File: src/design/v06c_pkg.sv
package v06c_pkg;

	// ----------------------------------------
	// Bus and memory widths
	// ----------------------------------------
	localparam int CPU_ADDR_W = 16;
	localparam int DATA_W     = 8;
	localparam int PAGE_W     = 3;
	localparam int NUM_PAGES  = 5;
	localparam int RAM_ADDR_W = PAGE_W + CPU_ADDR_W;
	localparam int JOY_W      = 6;

	// ----------------------------------------
	// I/O port codes
	// ----------------------------------------
	// Joystick control answers at 04 and 05, bit 0 picks the write mode
	typedef enum logic [7:0] {
		PORT_JOY_CTRL     = 8'h04,
		PORT_JOY_SEL      = 8'h06,
		PORT_JOY_PU_COVOX = 8'h07,
		PORT_JOY_A        = 8'h0E,
		PORT_JOY_B        = 8'h0F,
		PORT_EDISK        = 8'h10
	} io_port_e;

	// Value returned by ports nobody answers
	localparam logic [DATA_W-1:0] IO_IDLE_DATA = 8'hFF;

	// ----------------------------------------
	// E-disk control register layout
	// ----------------------------------------
	// Window page select
	localparam int ED_WIN_SEL_LO = 0;
	localparam int ED_WIN_SEL_HI = 1;

	// Stack page select
	localparam int ED_STK_SEL_LO = 2;
	localparam int ED_STK_SEL_HI = 3;

	localparam int ED_STK_EN = 4;
	localparam int ED_WIN_EN = 5;

	// Window extends to 8000-9FFF / E000-FFFF
	localparam int ED_EXT_LO = 6;
	localparam int ED_EXT_HI = 7;

endpackage

File: src/design/cpu_access_if.sv
`timescale 1ns/1ps

interface cpu_access_if
	import v06c_pkg::*;
();

	logic [CPU_ADDR_W-1:0] addr;
	logic [DATA_W-1:0]     wdata;
	logic                  we;
	logic                  io;
	logic                  stack;

	// One-cycle strobe per CPU access
	logic                  acc;

	// I/O read data back to the bus front
	logic [DATA_W-1:0]     io_rdata;

	modport front (
		output addr, wdata, we, io, stack, acc,
		input  io_rdata
	);

	modport block (
		input  addr, wdata, we, io, stack, acc,
		output io_rdata
	);

endinterface

File: src/design/io_ports.sv
`timescale 1ns/1ps

module io_ports
	import v06c_pkg::*;
(
	input  logic              clk_sys,
	input  logic              cold_reset,
	cpu_access_if.block       acc_if,
	input  logic [DATA_W-1:0] joy_sel_rdata_i,
	input  logic [DATA_W-1:0] joy_pu_rdata_i,
	input  logic [DATA_W-1:0] joy_a_rdata_i,
	input  logic [DATA_W-1:0] joy_b_rdata_i,
	output logic              edisk_we_o,
	output logic              joy_we_o,
	output logic [DATA_W-1:0] covox_o
);

	logic [7:0]        port_addr;
	logic              io_wr;
	logic              joy_ctrl_hit;
	logic              covox_we;
	logic [DATA_W-1:0] covox_q;

	// Only the low address byte counts in I/O space
	assign port_addr = acc_if.addr[7:0];
	assign io_wr     = acc_if.acc & acc_if.io & acc_if.we;

	// 04 and 05 both land on the joystick control
	assign joy_ctrl_hit = (port_addr[7:1] == PORT_JOY_CTRL[7:1]);

	// ----------------------------------------
	// Write strobes
	// ----------------------------------------
	assign edisk_we_o = io_wr & (port_addr == PORT_EDISK);
	assign joy_we_o   = io_wr & joy_ctrl_hit;
	assign covox_we   = io_wr & (port_addr == PORT_JOY_PU_COVOX);

	always_ff @(posedge clk_sys) begin
		if (cold_reset) begin
			covox_q <= '0;
		end else if (covox_we) begin
			covox_q <= acc_if.wdata;
		end
	end

	assign covox_o = covox_q;

	// ----------------------------------------
	// Read multiplexer
	// ----------------------------------------
	always_comb begin
		if (joy_ctrl_hit) begin
			// Control register is write only, reads give zero
			acc_if.io_rdata = '0;
		end else begin
			case (port_addr)
				PORT_JOY_SEL:      acc_if.io_rdata = joy_sel_rdata_i;
				PORT_JOY_PU_COVOX: acc_if.io_rdata = joy_pu_rdata_i;
				PORT_JOY_A:        acc_if.io_rdata = joy_a_rdata_i;
				PORT_JOY_B:        acc_if.io_rdata = joy_b_rdata_i;
				default:           acc_if.io_rdata = IO_IDLE_DATA;
			endcase
		end
	end

endmodule

File: src/flat_wrapper.sv
// flat-port wrapper written by rule: the top's interface ports become plain ports
module io_ports_flat import v06c_pkg::*;
  (clk_sys, cold_reset, joy_sel_rdata_i, joy_pu_rdata_i, joy_a_rdata_i, joy_b_rdata_i, edisk_we_o, joy_we_o, covox_o, acc_if_addr, acc_if_wdata, acc_if_we, acc_if_io, acc_if_stack, acc_if_acc, acc_if_io_rdata);
  cpu_access_if acc_if_i ();
  input  logic clk_sys;
  input  logic cold_reset;
  input  logic [DATA_W-1:0] joy_sel_rdata_i;
  input  logic [DATA_W-1:0] joy_pu_rdata_i;
  input  logic [DATA_W-1:0] joy_a_rdata_i;
  input  logic [DATA_W-1:0] joy_b_rdata_i;
  output logic edisk_we_o;
  output logic joy_we_o;
  output logic [DATA_W-1:0] covox_o;
  input wire logic [$bits(acc_if_i.addr)-1:0] acc_if_addr;
  input wire logic [$bits(acc_if_i.wdata)-1:0] acc_if_wdata;
  input wire logic [$bits(acc_if_i.we)-1:0] acc_if_we;
  input wire logic [$bits(acc_if_i.io)-1:0] acc_if_io;
  input wire logic [$bits(acc_if_i.stack)-1:0] acc_if_stack;
  input wire logic [$bits(acc_if_i.acc)-1:0] acc_if_acc;
  output wire logic [$bits(acc_if_i.io_rdata)-1:0] acc_if_io_rdata;
  assign acc_if_i.addr = acc_if_addr;
  assign acc_if_i.wdata = acc_if_wdata;
  assign acc_if_i.we = acc_if_we;
  assign acc_if_i.io = acc_if_io;
  assign acc_if_i.stack = acc_if_stack;
  assign acc_if_i.acc = acc_if_acc;
  assign acc_if_io_rdata = acc_if_i.io_rdata;
  io_ports u_core (.clk_sys(clk_sys), .cold_reset(cold_reset), .acc_if(acc_if_i), .joy_sel_rdata_i(joy_sel_rdata_i), .joy_pu_rdata_i(joy_pu_rdata_i), .joy_a_rdata_i(joy_a_rdata_i), .joy_b_rdata_i(joy_b_rdata_i), .edisk_we_o(edisk_we_o), .joy_we_o(joy_we_o), .covox_o(covox_o));
endmodule
File: config.mk
export PLATFORM = sky130hd
export DESIGN_NAME = io_ports_flat
export DESIGN_NICKNAME = d
export VERILOG_FILES = /design/src/design/v06c_pkg.sv /design/src/design/cpu_access_if.sv /design/src/design/io_ports.sv /design/src/flat_wrapper.sv
export SDC_FILE = /design/constraint.sdc
export NUM_CORES = 1
export LEC_CHECK = 0
export BUFFER_PORTS_ARGS = -buffer_cell sky130_fd_sc_hd__buf_4
export CAP_MARGIN = 20
export CELL_PAD_IN_SITES_DETAIL_PLACEMENT = 1
export CELL_PAD_IN_SITES_GLOBAL_PLACEMENT = 2
export CORE_MARGIN = 4
export CORE_UTILIZATION = 15
export CTS_BUF_LIST = sky130_fd_sc_hd__clkbuf_8
export CTS_CLUSTER_DIAMETER = 50
export DETAILED_ROUTE_END_ITERATION = 8
export PLACE_DENSITY = 0.79
export SETUP_SLACK_MARGIN = 0.05
export SYNTH_ARGS = -nofsm -noshare
export SYNTH_HDL_FRONTEND = slang
export SYNTH_SLANG_ARGS = --single-unit
File: constraint.sdc
create_clock -name clk_sys -period 1.2 [get_ports clk_sys]
set_clock_uncertainty 0.2 [all_clocks]
set_input_delay 0.12 -clock clk_sys [delete_from_list [all_inputs] [get_ports clk_sys]]
set_output_delay 0.12 -clock clk_sys [all_outputs]
set_load 0.005 [all_outputs]
After elaboration in Yosys (flattened, before gate mapping)
Index checks and enable logic that the tools add are counted.

Output and inout port bits: 18. Input port bits: 62. Flip-flop bits (word level): 8.

Multiplexer cells: 2. Eq/ne operators: 6. Bitwise operators: 5.

Operators with widths (number): $pmux 8 s4 (1); $eq 8x3->1 const B (2); $eq 8x4->1 const B (2); $eq 8x5->1 const B (1); $mux 8 (1); $eq 7x2->1 const B (1); $and 1x1->1 (5).

Longest topological paths before layout
Gate-level depths: netlist of run 1.

Word-level depth: 3. Gate-level depth with buffers: 5.

Worst setup path before layout of run 1
OpenSTA, ideal clock, no wires.

Path type: in2out. Start: input acc_if_addr[0]. End: output acc_if_io_rdata[0]. Arrival time: 0.933 ns. Buffers on the path: 1. Required time: 0.880 ns. Setup slack: -0.053 ns. Cell stages on the path: 3. Cells stage by stage: buf_6 mux4_2 o21a_1.

Longest elaborated chain between the ends: 3. Elaborated cells on any way between the ends: 6.

RTL lines: from (decl) (line flat_wrapper.sv:14) `input wire logic [$bits(acc_if_i.addr)-1:0] acc_if_addr;`; $eq 8x4->1 or $eq 8x3->1 (tied branches) (line io_ports.sv:56) `case (port_addr)`; $pmux 8 s4 * (line io_ports.sv:56); $mux 8 * (line io_ports.sv:52) `if (joy_ctrl_hit) begin`; to (decl) (line flat_wrapper.sv:20) `output wire logic [$bits(acc_if_i.io_rdata)-1:0] acc_if_io_rdata;`.

Every way passes the cells marked *; elsewhere a longest branch is shown, timed or not.

Final worst setup path of run 1
Start: input acc_if_addr[0]. End: output acc_if_io_rdata[2].

Same word-level chain as after synthesis.

==> results of run 1 <==
==> layout make-up <==
type / instances / share of cell area
Timing Repair Buffer: 85 / 0.4668
Multi-Input combinational cell: 51 / 0.3608
Clock buffer: 3 / 0.02670
Sequential cell: 8 / 0.1036
Tap cell: 52 / 0.04207
==> through the flow <==
step	setup WS, ns	hold slack, ns
after floorplan	-0.01775	0.07303
after global placement	-0.2563	0.1959
after detailed placement	-0.2906	0.2036
after CTS	-0.1836	0.004952
after global routing	-0.1859	0.02294
final	-0.1566	-0.004003
==> how the worst max path moves through the flow <==
stage	startpoint	to	slack (ns)	cells after the start
floorplan	acc_if_addr[0]	acc_if_io_rdata[0]	-0.02	3
global placement	acc_if_addr[5]	acc_if_io_rdata[1]	-0.26	5
detailed placement	acc_if_addr[0]	acc_if_io_rdata[2]	-0.29	4
CTS	acc_if_addr[0]	acc_if_io_rdata[2]	-0.18	4
global route	acc_if_addr[0]	acc_if_io_rdata[3]	-0.19	4
finish	acc_if_addr[0]	acc_if_io_rdata[2]	-0.16	4
==> power groups by stage <==
stage / Combinational [mW] / Clock (mW) / Sequential [mW]
after global routing: 0.332 / 0.354 / 0.267
after global placement: 0.242 / 0 / 0.272
after detailed placement: 0.251 / 0 / 0.272
final: 0.307 / 0.329 / 0.267
after CTS: 0.301 / 0.339 / 0.267
after floorplan: 0.0996 / 0 / 0.272
==> what timing repair did <==
item                                   in CTS  in global routing
hold buffers                                7                  0
pin swaps                                   6                  6
setup buffers                               2                  1
gates resized for setup                    17                  5
setup endpoints to repair                  18                 18
endpoints found under the hold margin       7                  0
gates cloned                                1                  0
==> tightest hold or removal path, cell delays in order <==
cell and delay (ns):
buf_4 0.11, nand2b_1 0.07, mux2i_1 0.07
==> metal layers <==
layer / vias up / share of wire / global-route usage
met3: 7 / 0.14 / 0.04450
met2: 75 / 0.48 / 0.1943
met1: 396 / 0.36 / 0.1112
met4: 0 / 0.026 / 0.05072
li1: 405 / - / -
met5: - / 0 / 0
==> Yosys cell counts (8+ instances only) <==
library cell   n  area [um^2]
o21a_1         8        60.06
mux2i_1        8        80.08
nand2b_1      16        100.1
dfxtp_1        8        160.2
mux4_2         8        180.2
==> kinds of logic (layout without fill, tap and decap cells) <==
family	Yosys count	in the layout	share of synthesized area
buffers and inverters	4	88	0.05653
DFF	8	8	0.2261
muxes	16	16	0.3675
AOI/OAI and AO/OA	8	8	0.08481
and+or+nand+nor	27	27	0.2650
==> metrics.yaml, run 1 <==
synth_enable_flop_cells: 0
die_height_um: 76.71
syn-num-nets: 125
ys.warnings.count: 0
h-tree-depth: 1
synth_async_sr_flop_share: 0
hold_start: "acc_if_wdata[3]"
worstHoldPathType: "primary input to register"
r2r_end: "u_core.covox_o[5]"
clk_latency_ns: 0.23
power_frac_comb: 0.340
internal_power_mw: 0.7044
die_x_um: 76.71
layout_commonest_cell: "buf_4"
power.density_nw_per_um2: 583.5
vias: 883
post-route-util: 0.3456
via_per_inst: 4.437
crit_chain: "buf_12 -> mux4_2 -> o21a_1 -> buf_4"
power.total_mw: 0.9024
placed_area_um2: 1289
regArea_um2: 160.2
clkTransAtPathRegs_ns: 0.04
dp_hpwl_mm: 2.483
status: "finished, violations left"
yosysSeqAreaShare: 0.2261
maxCapViolCount: 0
crit_required_ns: 0.88
core_um2: 4474
finalHoldViolations: 1
final_nets: 211
area_growth_pct: 118.4
initial_utilization: 0.1583
multiInputGateArea_um2: 558.0
critPathTopFamily: "multiplexers"
p_leak_nw: 0.6694
hold_end: "u_core.covox_o[3]"
path_buf_inv: 2
period_share: 1.130
cp_slowest_cell: "mux4_2"
ir_worst_vdd_uv: 190.4
largest_reg_flops: 8
clock_power_share: 0.364
crit_path_end_kind: "output pin"
failed_checks: "hold timing, setup timing"
grt-ovfl-total: 0
setup_slack_ns: -0.1566
drc: 0
timing.fmax_mhz: 737.2
ios: 80
criticalPathCategory: "primary input to output pin"
ys.flop_type: "dfxtp_1"
seq_power_share: 0.296
cts_tree: "done"
antenna_cells: 0
worstReg2RegStart: "u_core.covox_o[5]"
cts_root_buf: "clkbuf_8"
finalSetupViolations: 18
ys_types: 20
swShare: 0.2194
portBuffers: 70
synth_area_per_cell_um2: 11.24
cp-start-kind: "primary input"
first_pass_iters: 2
fp.dieArea_um2: 5884
min_path_cells: 3
wl_mm: 3.065
design_area_um2: 1546
drv_slew: 0
rsz0062_at_grt: "true"
syn_area_um2: 708.2
period_needed_ns: 1.357
power.switching_mw: 0.1980
cts_max_path_buffers: 2
mostFrequentLayoutCells: "buf_4 (67), nand2b_1 (16), buf_6 (9)"
fin_tns_setup_ns: -1.524
fin_hold_ws_ns: -0.004003
wl_per_cell_um: 15.40
max_slew_margin: 0.8344
syn_inst: 63
tightestPinTransition_ns: 0.2484
cts_buffers: 3
rr_worst_depth: 2
antenna_found_initial: 0
crit_arrival_ns: 1.04
row_count: 24
instances_no_fill: 199
grt_pass1_vias: 1088
grt_max_degree: 17
groute.usage.overall: 0.1094
drtIter0Drc: 5
grt_pass1_wl_mm: 5.175
placedCellCount: 185
ys_seq_elements: 8
reg2reg_slack_ns: 0.39
cts.sinks: 8
gp_congestion: 0.7595
ant_nets: 0
cpPeakStageDelay_ns: 0.50
path_max_fanout: 5
fillCellCount: 517
final_layout_size_suffix_gt1_frac: 0.6599
(Power assumes the default switching activity.)
==> inputs of run 2 (changes only) <==
==> constraint.sdc (replaced) <==
create_clock -name clk_sys -period 1.2 [get_ports clk_sys]
set_clock_uncertainty 0.2 [all_clocks]
set_input_delay 0.06 -clock clk_sys [delete_from_list [all_inputs] [get_ports clk_sys]]
set_output_delay 0.06 -clock clk_sys [all_outputs]
set_load 0.005 [all_outputs]
==> metrics.yaml, run 2 (synthesis results as in run 1) <==
power.density_nw_per_um2: 589.8  # was 583.5 nW/um^2
finalHoldViolations: 0  # was 1
antenna_found_initial: 0  # unchanged
cts_buffers: 3  # unchanged
max_slew_margin: 0.8460  # was 0.8344
fillCellCount: 516  # was 517
cts_tree: "done"  # unchanged
wl_mm: 2.860  # was 3.065 mm
wl_per_cell_um: 14.59  # was 15.40 um
largest_reg_flops: 8  # unchanged
ir_worst_vdd_uv: 260.2  # was 190.4 uV
hold_start: "cold_reset"  # was acc_if_wdata[3]
topRoutingLayerUsed: "met4"  # unchanged
crit_chain: "buf_12 -> mux4_2 -> o21a_1 -> buf_6"  # was buf_12 -> mux4_2 -> o21a_1 -> buf_4
ant_nets: 0  # unchanged
route.met3.wl_um: 421  # was 424 um
fin_hold_ws_ns: 0.003544  # was -0.004003 ns
p_leak_nw: 0.6415  # was 0.6694 nW
mostFrequentLayoutCells: "buf_4 (67), nand2b_1 (16)"  # was buf_4 (67), nand2b_1 (16), buf_6 (9)
min_path_cells: 3  # unchanged
grt_max_degree: 17  # unchanged
first_pass_iters: 3  # was 2
finalSetupViolations: 7  # was 18
die_height_um: 76.71  # unchanged
worstHoldPathType: "primary input to register"  # unchanged
criticalPathCategory: "primary input to output pin"  # unchanged
cts_root_buf: "clkbuf_8"  # unchanged
ios: 80  # unchanged
portBuffers: 70  # unchanged
crit_arrival_ns: 0.97  # was 1.04 ns
final_layout_size_suffix_gt1_frac: 0.6389  # was 0.6599
rsz0062_at_grt: "true"  # unchanged
hold_end: "u_core.covox_o[4]"  # was u_core.covox_o[3]
timing.fmax_mhz: 814.0  # was 737.2 MHz
dp_hpwl_mm: 2.316  # was 2.483 mm
rr_worst_depth: 2  # unchanged
drtIter0Drc: 16  # was 5
vias: 870  # was 883
grt-ovfl-total: 0  # unchanged
crit_required_ns: 0.94  # was 0.88 ns
cts_max_path_buffers: 2  # unchanged
path_max_fanout: 5  # unchanged
cp-start-kind: "primary input"  # unchanged
period_needed_ns: 1.229  # was 1.357 ns
grt_pass1_vias: 1057  # was 1088
cts.sinks: 8  # unchanged
r2r_end: "u_core.covox_o[7]"  # was u_core.covox_o[5]
layout_commonest_cell: "buf_4"  # unchanged
fp.dieArea_um2: 5884  # unchanged
clkTransAtPathRegs_ns: 0.04  # about the same
initial_utilization: 0.1583  # unchanged
fin_tns_setup_ns: -0.1160  # was -1.524 ns
h-tree-depth: 1  # unchanged
grt_pass1_wl_mm: 4.871  # was 5.175 mm
period_share: 1.024  # was 1.130
cpPeakStageDelay_ns: 0.50  # about the same
die_x_um: 76.71  # unchanged
final_nets: 208  # was 211
groute.usage.overall: 0.1015  # was 0.1094
maxCapViolCount: 0  # unchanged
area_growth_pct: 109.9  # was 118.4%
power.total_mw: 0.8766  # was 0.9024 mW
core_um2: 4474  # unchanged
clk_latency_ns: 0.23  # about the same
worstReg2RegStart: "u_core.covox_o[7]"  # was u_core.covox_o[5]
cp_slowest_cell: "mux4_2"  # unchanged
met1_length_um: 962  # was 1.093 mm
setup_slack_ns: -0.02853  # was -0.1566 ns
drc: 0  # unchanged
via_per_inst: 4.439  # was 4.437
reg2reg_slack_ns: 0.42  # was 0.39 ns
status: "finished, violations left"  # unchanged
crit_path_end_kind: "output pin"  # unchanged
failed_checks: "setup timing"  # was hold timing, setup timing
gp_congestion: 0.7667  # was 0.7595
antenna_cells: 0  # unchanged
post-route-util: 0.3322  # was 0.3456
drv_slew: 0  # unchanged
tightestPinTransition_ns: 0.2302  # was 0.2484 ns
met2WireLength_mm: 1.446  # was 1.466 mm
row_count: 24  # unchanged
## run 2: repair_timing
action	4_1_cts	5_1_grt
gates resized for setup	12	2
gates cloned	1	0
hold buffers	8	0
setup endpoints to repair	10	10
endpoints found under the hold margin	8	0
pin swaps	5	5
setup buffers	2	0
## run 2: where the power goes
part / leakage, nW / total, mW / internal [mW] / switching, mW
registers: 0.0644 / 0.267 / 0.267 / 0.0000524
clock network: 0.0216 / 0.319 / 0.217 / 0.102
logic: 0.556 / 0.290 / 0.211 / 0.0791
## run 2: layer usage
metal  vias to the layer above  global-route usage
met5                         -                   0
met4                         0             0.03261
met3                         2             0.04567
met2                        67              0.1908
met1                       401             0.09744
li1                        400                   -
## run 2: worst max-delay path, delay by kind of cell
kind                   cells  cell delay (ns)
muxes                      1             0.50
buffers and inverters      2             0.22
AOI/OAI and AO/OA          1             0.20
## run 2: area by class of cell
cell class              instances  area, um^2  area share
clock buffers                   3       41.29     0.02778
multi-input cells              51       533.0      0.3586
flip-flops and latches          8       160.2      0.1077
well taps                      52       65.06     0.04377
repair buffers                 82       686.9      0.4621
## run 2: worst max-delay path by stage
stage / from / end / cells past startpoint
after global placement: acc_if_addr[0] / acc_if_io_rdata[6] / 4
after floorplan: acc_if_addr[0] / acc_if_io_rdata[0] / 3
after global routing: acc_if_addr[6] / acc_if_io_rdata[4] / 5
final: acc_if_addr[0] / acc_if_io_rdata[3] / 4
after detailed placement: acc_if_addr[0] / acc_if_io_rdata[3] / 4
after CTS: acc_if_addr[0] / acc_if_io_rdata[3] / 4
## run 2: metrics by stage
step | area [um^2] | std cells | setup slack, ns
finish | 1486 | 196 | -0.02853
global route | 1486 | 196 | -0.06927
CTS | 1478 | 196 | -0.05076
detailed placement | 1266 | 182 | -0.1712
global placement | 1266 | 182 | -0.1419
floorplan | 708.2 | 63 | 0.06696
