`config.mk`:
```
export PLATFORM = sky130hd
export DESIGN_NAME = wb_bus_front_flat
export DESIGN_NICKNAME = d
export VERILOG_FILES = /design/src/design/v06c_pkg.sv /design/src/design/cpu_access_if.sv /design/src/design/wb_bus_front.sv /design/src/flat_wrapper.sv
export SDC_FILE = /design/constraint.sdc
export NUM_CORES = 1
export LEC_CHECK = 0
export ABC_AREA = 1
export BUFFER_PORTS_ARGS = -buffer_cell sky130_fd_sc_hd__buf_4
export CORE_ASPECT_RATIO = 1.1
export CORE_UTILIZATION = 30
export CTS_CLUSTER_SIZE = 30
export DETAILED_ROUTE_END_ITERATION = 8
export GPL_ROUTABILITY_DRIVEN = 0
export GPL_TIMING_DRIVEN = 0
export PLACE_DENSITY = 0.72
export SETUP_SLACK_MARGIN = 0.2
export SYNTH_ARGS = -nofsm -noshare
export SYNTH_HDL_FRONTEND = slang
export SYNTH_SLANG_ARGS = --single-unit
```
`constraint.sdc`:
```
create_clock -name clk_sys -period 1.7 [get_ports clk_sys]
set_clock_uncertainty 0.2 [all_clocks]
set_input_delay 0.085 -clock clk_sys [delete_from_list [all_inputs] [get_ports clk_sys]]
set_output_delay 0.085 -clock clk_sys [all_outputs]
set_load 0.02 [all_outputs]
```
`src/design/v06c_pkg.sv`:
```
package v06c_pkg;

	// ----------------------------------------
	// Bus and memory widths
	// ----------------------------------------
	localparam int CPU_ADDR_W = 16;
	localparam int DATA_W     = 8;
	localparam int PAGE_W     = 3;
	localparam int NUM_PAGES  = 5;
	localparam int RAM_ADDR_W = PAGE_W + CPU_ADDR_W;
	localparam int JOY_W      = 6;

	// ----------------------------------------
	// I/O port codes
	// ----------------------------------------
	// Joystick control answers at 04 and 05, bit 0 picks the write mode
	typedef enum logic [7:0] {
		PORT_JOY_CTRL     = 8'h04,
		PORT_JOY_SEL      = 8'h06,
		PORT_JOY_PU_COVOX = 8'h07,
		PORT_JOY_A        = 8'h0E,
		PORT_JOY_B        = 8'h0F,
		PORT_EDISK        = 8'h10
	} io_port_e;

	// Value returned by ports nobody answers
	localparam logic [DATA_W-1:0] IO_IDLE_DATA = 8'hFF;

	// ----------------------------------------
	// E-disk control register layout
	// ----------------------------------------
	// Window page select
	localparam int ED_WIN_SEL_LO = 0;
	localparam int ED_WIN_SEL_HI = 1;

	// Stack page select
	localparam int ED_STK_SEL_LO = 2;
	localparam int ED_STK_SEL_HI = 3;

	localparam int ED_STK_EN = 4;
	localparam int ED_WIN_EN = 5;

	// Window extends to 8000-9FFF / E000-FFFF
	localparam int ED_EXT_LO = 6;
	localparam int ED_EXT_HI = 7;

endpackage

```
`src/design/cpu_access_if.sv`:
```
`timescale 1ns/1ps

interface cpu_access_if
	import v06c_pkg::*;
();

	logic [CPU_ADDR_W-1:0] addr;
	logic [DATA_W-1:0]     wdata;
	logic                  we;
	logic                  io;
	logic                  stack;

	// One-cycle strobe per CPU access
	logic                  acc;

	// I/O read data back to the bus front
	logic [DATA_W-1:0]     io_rdata;

	modport front (
		output addr, wdata, we, io, stack, acc,
		input  io_rdata
	);

	modport block (
		input  addr, wdata, we, io, stack, acc,
		output io_rdata
	);

endinterface

```
`src/design/wb_bus_front.sv`:
```
`timescale 1ns/1ps

module wb_bus_front
	import v06c_pkg::*;
(
	input  logic                  clk_sys,
	input  logic                  cold_reset,
	input  logic                  wb_cyc_i,
	input  logic                  wb_stb_i,
	input  logic                  wb_we_i,
	input  logic [CPU_ADDR_W-1:0] wb_adr_i,
	input  logic [DATA_W-1:0]     wb_dat_i,
	output logic [DATA_W-1:0]     wb_dat_o,
	output logic                  wb_ack_o,
	input  logic                  wb_io_i,
	input  logic                  wb_stack_i,
	cpu_access_if.front           acc_if,
	input  logic [DATA_W-1:0]     ram_rdata_i
);

	// Phase 0 idle, 1 RAM data out, 2 read data held, 3 ack
	logic [1:0]        phase;
	logic              io_q;
	logic [DATA_W-1:0] rdata_q;

	// Master keeps everything stable until ack, so pass it straight on
	assign acc_if.addr  = wb_adr_i;
	assign acc_if.wdata = wb_dat_i;
	assign acc_if.we    = wb_we_i;
	assign acc_if.io    = wb_io_i;
	assign acc_if.stack = wb_stack_i;

	// Only taken from idle, never while ack is up
	assign acc_if.acc = wb_cyc_i & wb_stb_i & (phase == 2'd0);

	always_ff @(posedge clk_sys) begin
		if (cold_reset) begin
			phase <= 2'd0;
			io_q  <= 1'b0;
		end else if (acc_if.acc) begin
			phase <= 2'd1;
			io_q  <= wb_io_i;
		end else if (phase != 2'd0) begin
			// Wraps from ack back to idle
			phase <= phase + 2'd1;
		end
	end

	// ----------------------------------------
	// Read data path
	// ----------------------------------------
	always_ff @(posedge clk_sys) begin
		if (phase == 2'd1) begin
			rdata_q <= io_q ? acc_if.io_rdata : ram_rdata_i;
		end
	end

	assign wb_dat_o = rdata_q;
	assign wb_ack_o = (phase == 2'd3);

endmodule

```
`src/flat_wrapper.sv`:
```
// flat-port wrapper written by rule: the top's interface ports become plain ports
module wb_bus_front_flat import v06c_pkg::*;
  (clk_sys, cold_reset, wb_cyc_i, wb_stb_i, wb_we_i, wb_adr_i, wb_dat_i, wb_dat_o, wb_ack_o, wb_io_i, wb_stack_i, ram_rdata_i, acc_if_addr, acc_if_wdata, acc_if_we, acc_if_io, acc_if_stack, acc_if_acc, acc_if_io_rdata);
  cpu_access_if acc_if_i ();
  input  logic clk_sys;
  input  logic cold_reset;
  input  logic wb_cyc_i;
  input  logic wb_stb_i;
  input  logic wb_we_i;
  input  logic [CPU_ADDR_W-1:0] wb_adr_i;
  input  logic [DATA_W-1:0] wb_dat_i;
  output logic [DATA_W-1:0] wb_dat_o;
  output logic wb_ack_o;
  input  logic wb_io_i;
  input  logic wb_stack_i;
  input  logic [DATA_W-1:0] ram_rdata_i;
  output wire logic [$bits(acc_if_i.addr)-1:0] acc_if_addr;
  output wire logic [$bits(acc_if_i.wdata)-1:0] acc_if_wdata;
  output wire logic [$bits(acc_if_i.we)-1:0] acc_if_we;
  output wire logic [$bits(acc_if_i.io)-1:0] acc_if_io;
  output wire logic [$bits(acc_if_i.stack)-1:0] acc_if_stack;
  output wire logic [$bits(acc_if_i.acc)-1:0] acc_if_acc;
  input wire logic [$bits(acc_if_i.io_rdata)-1:0] acc_if_io_rdata;
  assign acc_if_addr = acc_if_i.addr;
  assign acc_if_wdata = acc_if_i.wdata;
  assign acc_if_we = acc_if_i.we;
  assign acc_if_io = acc_if_i.io;
  assign acc_if_stack = acc_if_i.stack;
  assign acc_if_acc = acc_if_i.acc;
  assign acc_if_i.io_rdata = acc_if_io_rdata;
  wb_bus_front u_core (.clk_sys(clk_sys), .cold_reset(cold_reset), .wb_cyc_i(wb_cyc_i), .wb_stb_i(wb_stb_i), .wb_we_i(wb_we_i), .wb_adr_i(wb_adr_i), .wb_dat_i(wb_dat_i), .wb_dat_o(wb_dat_o), .wb_ack_o(wb_ack_o), .wb_io_i(wb_io_i), .wb_stack_i(wb_stack_i), .acc_if(acc_if_i), .ram_rdata_i(ram_rdata_i));
endmodule
```
**Word-level counts from Yosys, hierarchy flattened**

Cells that the tools add are included.

- Output and inout bits: 37
- Logic and storage cells: 16
- Register bits after elaboration: 11
- Input bits: 47

- Multiplexer cells: 3
- Equal/unequal tests: 2
- $add $sub $neg: 1
- Reduce and logical (&&, ||, !) cells: 4
- Bitwise operators: 2

Operators with widths:

| cell | count |
|---|---|
| 8-bit two-way mux | 1 |
| 2-bit nonzero test | 2 |
| 2-bit by 1-bit adder with 2-bit output (second input constant) | 1 |
| 1-bit bitwise AND | 2 |
| 2-bit by 1-bit equality test with 1-bit output (second input constant) | 1 |
| 2-bit equality test (second input constant) | 1 |
| 2-bit logical NOT | 1 |
| 1-bit two-way mux | 2 |
| 2-bit OR reduction | 1 |

**Depth between registers and ports, before layout**

Gate-level depths: netlist of run 1.

- Word-level depth: 3
- Gate-level depth with buffers: 6
- Gate-level depth less buffers: 6

**Least setup slack after synthesis of run 1**

Ideal clock, no wire load.

- Path kind: register to register
- Start: register u_core.phase[1]
- End: register u_core.rdata_q[0], in the netlist u_core.wb_dat_o[0], enable pin
- Cell stages (with the launch flop): 3
- Clock period less this slack: 1.200 ns
- Setup slack: 0.500 ns
- Library setup time: 0.332 ns
- Path buffers: 0
- Arrival time: 0.669 ns
- Data required time: 1.168 ns
- Cell sequence: dfxtp_1 inv_1 ha_1

- Longest elaborated chain between the ends: 1

RTL lines:

| what | line | RTL |
|---|---|---|
| start: declaration | wb_bus_front.sv:22 | `logic [1:0] phase;` |
| start signal: assignment | wb_bus_front.sv:45 | `phase <= phase + 2'd1;` |
| 2-bit by 1-bit equality test with 1-bit output | wb_bus_front.sv:53 | `if (phase == 2'd1) begin` |
| end signal: assignment | wb_bus_front.sv:54 | `rdata_q <= io_q ? acc_if.io_rdata : ram_rdata_i;` |
| end: declaration | wb_bus_front.sv:24 | `logic [DATA_W-1:0] rdata_q;` |

Every way passes these cells.
A chain may end at the register's enable or synchronous reset.

**Worst setup path after layout of run 1**

- Start: register u_core.phase[1]
- End: output port acc_if_acc

- Longest elaborated chain between the ends: 2

RTL lines:

| what | line | RTL |
|---|---|---|
| 2-bit logical NOT | wb_bus_front.sv:34 | `assign acc_if.acc = wb_cyc_i & wb_stb_i & (phase == 2'd0);` |
| 1-bit bitwise AND | wb_bus_front.sv:34 |  |
| end: declaration | flat_wrapper.sv:22 | `output wire logic [$bits(acc_if_i.acc)-1:0] acc_if_acc;` |

Every way passes these cells.

==> run_results.csv, run 1 <==
group,metric,value,unit
layout,layout_commonest_cell,"buf_4",
die,die_h,53.59,um
synth,syn_area,725.7,um^2
power_and_ir_drop,pwr-share-comb,52.1,%
layout,drive_gt1_share,57.83,%
layout,final_cells,196,
die,die_x,48.90,um
clock_network,clkSinkCount,11,
placed_design,io_buffers,57,
worst_setup_path,path_cells,"inv_2, ha_4, nand3_2, inv_1, buf_4",
synth,synth_seq_cells,11,
clock_network,tritoncts,"built",
die,dieArea,0.002620,mm^2
clock_network,h-tree-depth,1,
route,wl_per_cell,10.72,um
layout,diodes,0,
layout,utilization,63.09,%
synth,yosysTopAreaCell,"edfxtp_1",
clock_network,clkTransAtPathRegs,60,ps
grt,grt_first_pass_wirelength,3098,um
power_and_ir_drop,power_density,869.7,mW/mm^2
worst_setup_path,critPathCaptureType,"output pin",
sta,rsz0062_at_grt,"true",
synth,synth_area_leaders,"edfxtp_1, buf_4, nand2_1",
clock_network,cts_root_buf,"clkbuf_4",
die,design.core.area,0.002275,mm^2
worst_setup_path,crit_path_max_fanout,5,
sta,max_freq,699.6,MHz
sta,finalSetupViolCount,0,
grt,gr-max-usage-layer,"met2",
synth,synth_top_area_share,33.10,%
grt,first_global_vias,735,
grt,antenna_found_initial,0,
worst_setup_path,crit_type,"reg -> out",
route,drt_drc_violations_left,0,
power_and_ir_drop,p_int,0.0007999,W
layout,layout_common_cells,"buf_4, nand2_1, dlygate4sd3_1",
grt,grt_max_degree,10,
synth,netlist_instances,85,
synth,yosys_warnings,0,
placed_design,post-dp-hpwl,1523,um
sta,whs,167.8,ps
grt,use_met3,5.367,%
layout,fillCellCount,195,
hold_path,hold_class,"in -> out",
sta,fin_setup_tns,0,ps
power_and_ir_drop,p_sw,0.0004482,W
grt,use_met1,15.58,%
synth,synth.distinct_cells,13,
clock_network,insertion_delay,260,ps
route,drtIter0Drc,7,
sta,finalCritPeriodShare,84.08,%
die,initial_core_util,31.90,%
route,drtPass1Iterations,4,
power_and_ir_drop,ir_worst_vdd,0.0004696,V
synth,synth.yosys.seq_area_share,41.38,%
synth,synth_area_per_cell,8.538,um^2
sta,finalHoldViolCount,0,
power_and_ir_drop,p_leak,0.7612,nW
job,cap_violations,0,
power_and_ir_drop,seqPwrFrac,34.7,%
layout,multi_input_area,205.2,um^2
die,core.rowCount,18,
clock_network,clk_path_buf_depth,2,
sta,worstMarginPinSlew,331.7,ps
grt,met2_usage,31.71,%
layout,area.sequential,301.5,um^2
status,status,"finished, final reports clean",
placed_design,dp.cells,172,
route,vias_per_cell,3.990,
grt,grt_util_all_layers,15.60,%
clock_network,cts_setup_buffers,0,
worst_setup_path,cp_slowest_stage_delay,350,ps
worst_setup_path,setup.worst_path.start_class,"register",
sta,max_slew_margin,77.89,%
synth,syn_nets,135,
power_and_ir_drop,netSwitchingFraction,35.91,%
grt,grt_overflow,0,
power_and_ir_drop,p_clk_share,13.2,%
sta,slew_viol_final,0,
worst_setup_path,slowest_stage,"dfxtp_1",
clock_network,cts-buffers-inserted,3,
die,ioPinCount,84,
layout,fin_nets,217,
route,dr_total_vias,782,
worst_setup_path,crit_arrival,1140,ps
route,ant_nets,0,
worst_setup_path,required,1410,ps
sta,fin_crit,1429,ps
route,wl,2101,um
layout,area_growth,97.76,%
[registers in the layout (all words and copies together), names as in the netlist]
| name | cells |
|---|---|
| u_core.io_q | 1 |
| u_core.phase | 2 |
| u_core.wb_dat_o | 8 |
[critical path, delay by kind of cell (launching register included)]
family / cells / cell delay, ps
adders and majority gates: 1 / 170
and+or+nand+nor: 1 / 90
buffers and inverters: 3 / 270
DFF: 1 / 350
[worst paths after layout]
| path | start | end | slack (ps) | depth (start not counted) |
|---|---|---|---|---|
| worst min-delay path | wb_dat_i[5] | acc_if_wdata[5] | 170 | 2 |
| worst min register to register | u_core.phase[0]$_SDFFE_PP0P_ | u_core.phase[0]$_SDFFE_PP0P_ | 390 | 2 |
| worst max register to register | u_core.phase[1]$_SDFFE_PP0P_ | u_core.wb_dat_o[5]$_DFFE_PN_ | 400 | 2 |
| worst max-delay path | u_core.phase[1]$_SDFFE_PP0P_ | acc_if_acc | 270 | 5 |
[cell usage after synthesis (all sizes together)]
library cell and number:
a21oi 1, inv 6, nand2 29, nand3 1
buf 28, dfxtp 3, o21ai 2, ha 3
edfxtp 8, nor2 4
[cells by family (layout without fill, tap and decap cells)]
| group | count (synthesis) | in the layout | share of synthesized area, % |
|---|---|---|---|
| flops | 11 | 11 | 41.38 |
| simple gates | 34 | 34 | 18.79 |
| buf+inv | 34 | 115 | 32.59 |
| fa+ha+maj | 3 | 3 | 5.173 |
| compound gates | 3 | 3 | 2.068 |
[layer usage]
layer	up-vias	wire (um)
li1	395	-
met1	319	735
met2	68	1130
met3	0	235
met4	0	0
met5	-	0
[layout make-up]
type | instances | share of cell area (%)
inverters | 6 | 1.569
well taps | 30 | 2.616
multi-input cells | 40 | 14.30
plain buffers | 28 | 14.91
clock buffers | 4 | 1.831
repair buffers | 77 | 43.77
flip-flops and latches | 11 | 21.01
[power groups by stage]
| stage | sequential [W] | clock [W] | combinational (W) |
|---|---|---|---|
| global placement | 0.000429 | 0 | 0.000557 |
| global route | 0.000441 | 0.000180 | 0.000710 |
| finish | 0.000434 | 0.000164 | 0.000650 |
| floorplan | 0.000500 | 0 | 0.000285 |
| detailed placement | 0.000432 | 0 | 0.000576 |
| CTS | 0.000428 | 0.000170 | 0.000648 |
[metrics by stage]
step           setup slack [ps]  cell area (um^2)  total power (W)
2_1_floorplan             499.6             725.7        0.0007854
3_3_place_gp              422.4              1191        0.0009855
3_5_place_dp              386.5              1191         0.001009
4_1_cts                   207.0              1441         0.001246
5_1_grt                   189.0              1435         0.001331
6_report                  270.6              1435         0.001248
[timing repair]
item                                    in CTS  in global routing
resized for setup                            3                  3
hold buffers                                21                  0
endpoints found under the hold margin       11                  0
endpoints found under the setup margin       1                  2
Power figures use the tool's default switching activity.
==> run 2, diff against run 1 <==
==> constraint.sdc (replaced) <==
create_clock -name clk_sys -period 1.4 [get_ports clk_sys]
set_clock_uncertainty 0.2 [all_clocks]
set_input_delay 0.07 -clock clk_sys [delete_from_list [all_inputs] [get_ports clk_sys]]
set_output_delay 0.07 -clock clk_sys [all_outputs]
set_load 0.02 [all_outputs]
==> run_results.csv, run 2 (synthesized netlist as in run 1, its figures left out) <==
group,metric,value,unit
status,status,"finished, final reports clean",
sta,finalHoldViolCount,0,
sta,worstMarginPinSlew,164.7,ps
worst_setup_path,reg2reg_depth,6,
layout,area_growth,120.2,%
placed_design,placement.cell_area,0.001194,mm^2
sta,slew_viol_final,0,
die,core.rowCount,18,
worst_setup_path,crit_arrival,1050,ps
worst_setup_path,required,1130,ps
sta,rsz0062_at_grt,"true",
layout,largest_register_ffs,8,
power_and_ir_drop,power_density,1206,mW/mm^2
grt,grt_util_all_layers,16.30,%
worst_setup_path,reg2reg_slack,80,ps
worst_setup_path,setup.worst_path.start_class,"register",
die,ioPinCount,84,
layout,fillCellCount,178,
grt,grt_overflow,0,
route,ant_nets,0,
die,design.core.area,0.002275,mm^2
route,vias_per_cell,4.185,
grt,first_global_vias,760,
layout,layout_commonest_cell,"buf_4",
sta,max_slew_margin,89.01,%
hold_path,hold_class,"in -> out",
worst_setup_path,critPathCaptureType,"output pin",
clock_network,tritoncts,"built",
clock_network,cts-buffers-inserted,3,
power_and_ir_drop,total_power,0.001927,W
worst_setup_path,r2r-end,"u_core.phase[0]$_SDFFE_PP0P_",
clock_network,clk_path_buf_depth,2,
die,dieArea,0.002620,mm^2
placed_design,io_buffers,57,
worst_setup_path,crit_end,"acc_if_acc",
job,cap_violations,0,
layout,diodes,0,
sta,fin_setup_tns,0,ps
route,drt_drc_violations_left,0,
route,drtPass1Iterations,4,
sta,finalCritPeriodShare,94.38,%
clock_network,clkTransAtPathRegs,70,ps
clock_network,h-tree-depth,1,
worst_setup_path,crit_path_max_fanout,2,
die,initial_core_util,31.90,%
power_and_ir_drop,p_leak,0.8113,nW
layout,area.sequential,305.3,um^2
route,drtIter0Drc,9,
placed_design,post-dp-hpwl,1474,um
clock_network,cts_root_buf,"clkbuf_4",
route,wl,2259,um
clock_network,clkSinkCount,11,
die,die_x,48.90,um
grt,grt_max_degree,10,
route,wl_per_cell,11.02,um
worst_setup_path,critPathLaunch,"u_core.phase[0]$_SDFFE_PP0P_",
grt,antenna_found_initial,0,
layout,layout_common_cells,"buf_4, nand2_1, dlygate4sd3_1",
grt,grt_first_pass_wirelength,3222,um
clock_network,insertion_delay,260,ps
layout,final_area,0.001598,mm^2
layout,drive_gt1_share,66.29,%
worst_setup_path,crit_type,"reg -> out",
route,dr_total_vias,858,
layout,fin_nets,226,
die,die_h,53.59,um
sta,fin_crit,1321,ps
layout,multi_input_area,272.8,um^2
sta,finalSetupViolCount,0,
worst_setup_path,r2r-start,"u_core.phase[0]$_SDFFE_PP0P_",
power_and_ir_drop,ir_worst_vdd,0.0007725,V
sta,max_freq,756.9,MHz
sta,whs,137.2,ps
-- run 2: changes by cell type in the layout (fill, tap and decap cells not counted), sizes merged --
cell  delta
buf      +9
-- run 2: area by class of cell --
type                    count  area share [%]
repair buffers             86           44.71
flip-flops and latches     11           19.11
multi-input cells          40           17.07
plain buffers              28           13.39
well taps                  30           2.349
inverters                   6           1.723
clock buffers               4           1.644
-- run 2: routing by layer --
layer | up-vias | GRT usage (%) | wire length, um
li1 | 415 | - | -
met1 | 377 | 17.01 | 795
met2 | 66 | 31.94 | 1210
met3 | 0 | 5.085 | 253
met4 | 0 | 4.412 | 0
met5 | - | 0 | 0
-- run 2: what timing repair did --
item,CTS,global route
pin swaps,1,4
endpoints found under the hold margin,11,0
setup buffers,4,5
resized for setup,16,16
hold buffers,20,0
setup endpoints to repair,13,13
-- run 2: worst min-delay path by stage --
stage                startpoint                           end  slack [ps]  depth (start not counted)
floorplan              wb_stb_i  u_core.phase[0]$_SDFFE_PP0P_           4                          2
global placement        wb_io_i      u_core.io_q$_SDFFE_PP0P_         120                          3
detailed placement      wb_io_i      u_core.io_q$_SDFFE_PP0P_         120                          3
CTS                    wb_stb_i  u_core.phase[1]$_SDFFE_PP0P_          40                          5
global route        wb_adr_i[1]                acc_if_addr[1]         140                          2
finish              wb_adr_i[9]                acc_if_addr[9]         140                          2
-- run 2: worst max-delay path: stages, from the launching register on --
cell and delay (ps):
dfxtp_4 370, inv_4 40, ha_4 160, nand3_4 70
inv_2 40, buf_6 120
-- run 2: through the flow --
stage	worst slack (ps)	utilization, %	instances
global placement	155.4	52.48	172
floorplan	215.4	-	85
finish	78.74	70.24	205
detailed placement	114.7	52.48	172
global route	35.40	70.24	205
CTS	82.18	65.90	200
-- run 2: report_power, final --
part / total [W] / switching (W) / internal [W]
registers: 0.000535 / 0.0000465 / 0.000489
clock network: 0.000204 / 0.0000940 / 0.000110
logic: 0.00119 / 0.000579 / 0.000609
total: 0.00193 / 0.000720 / 0.00121
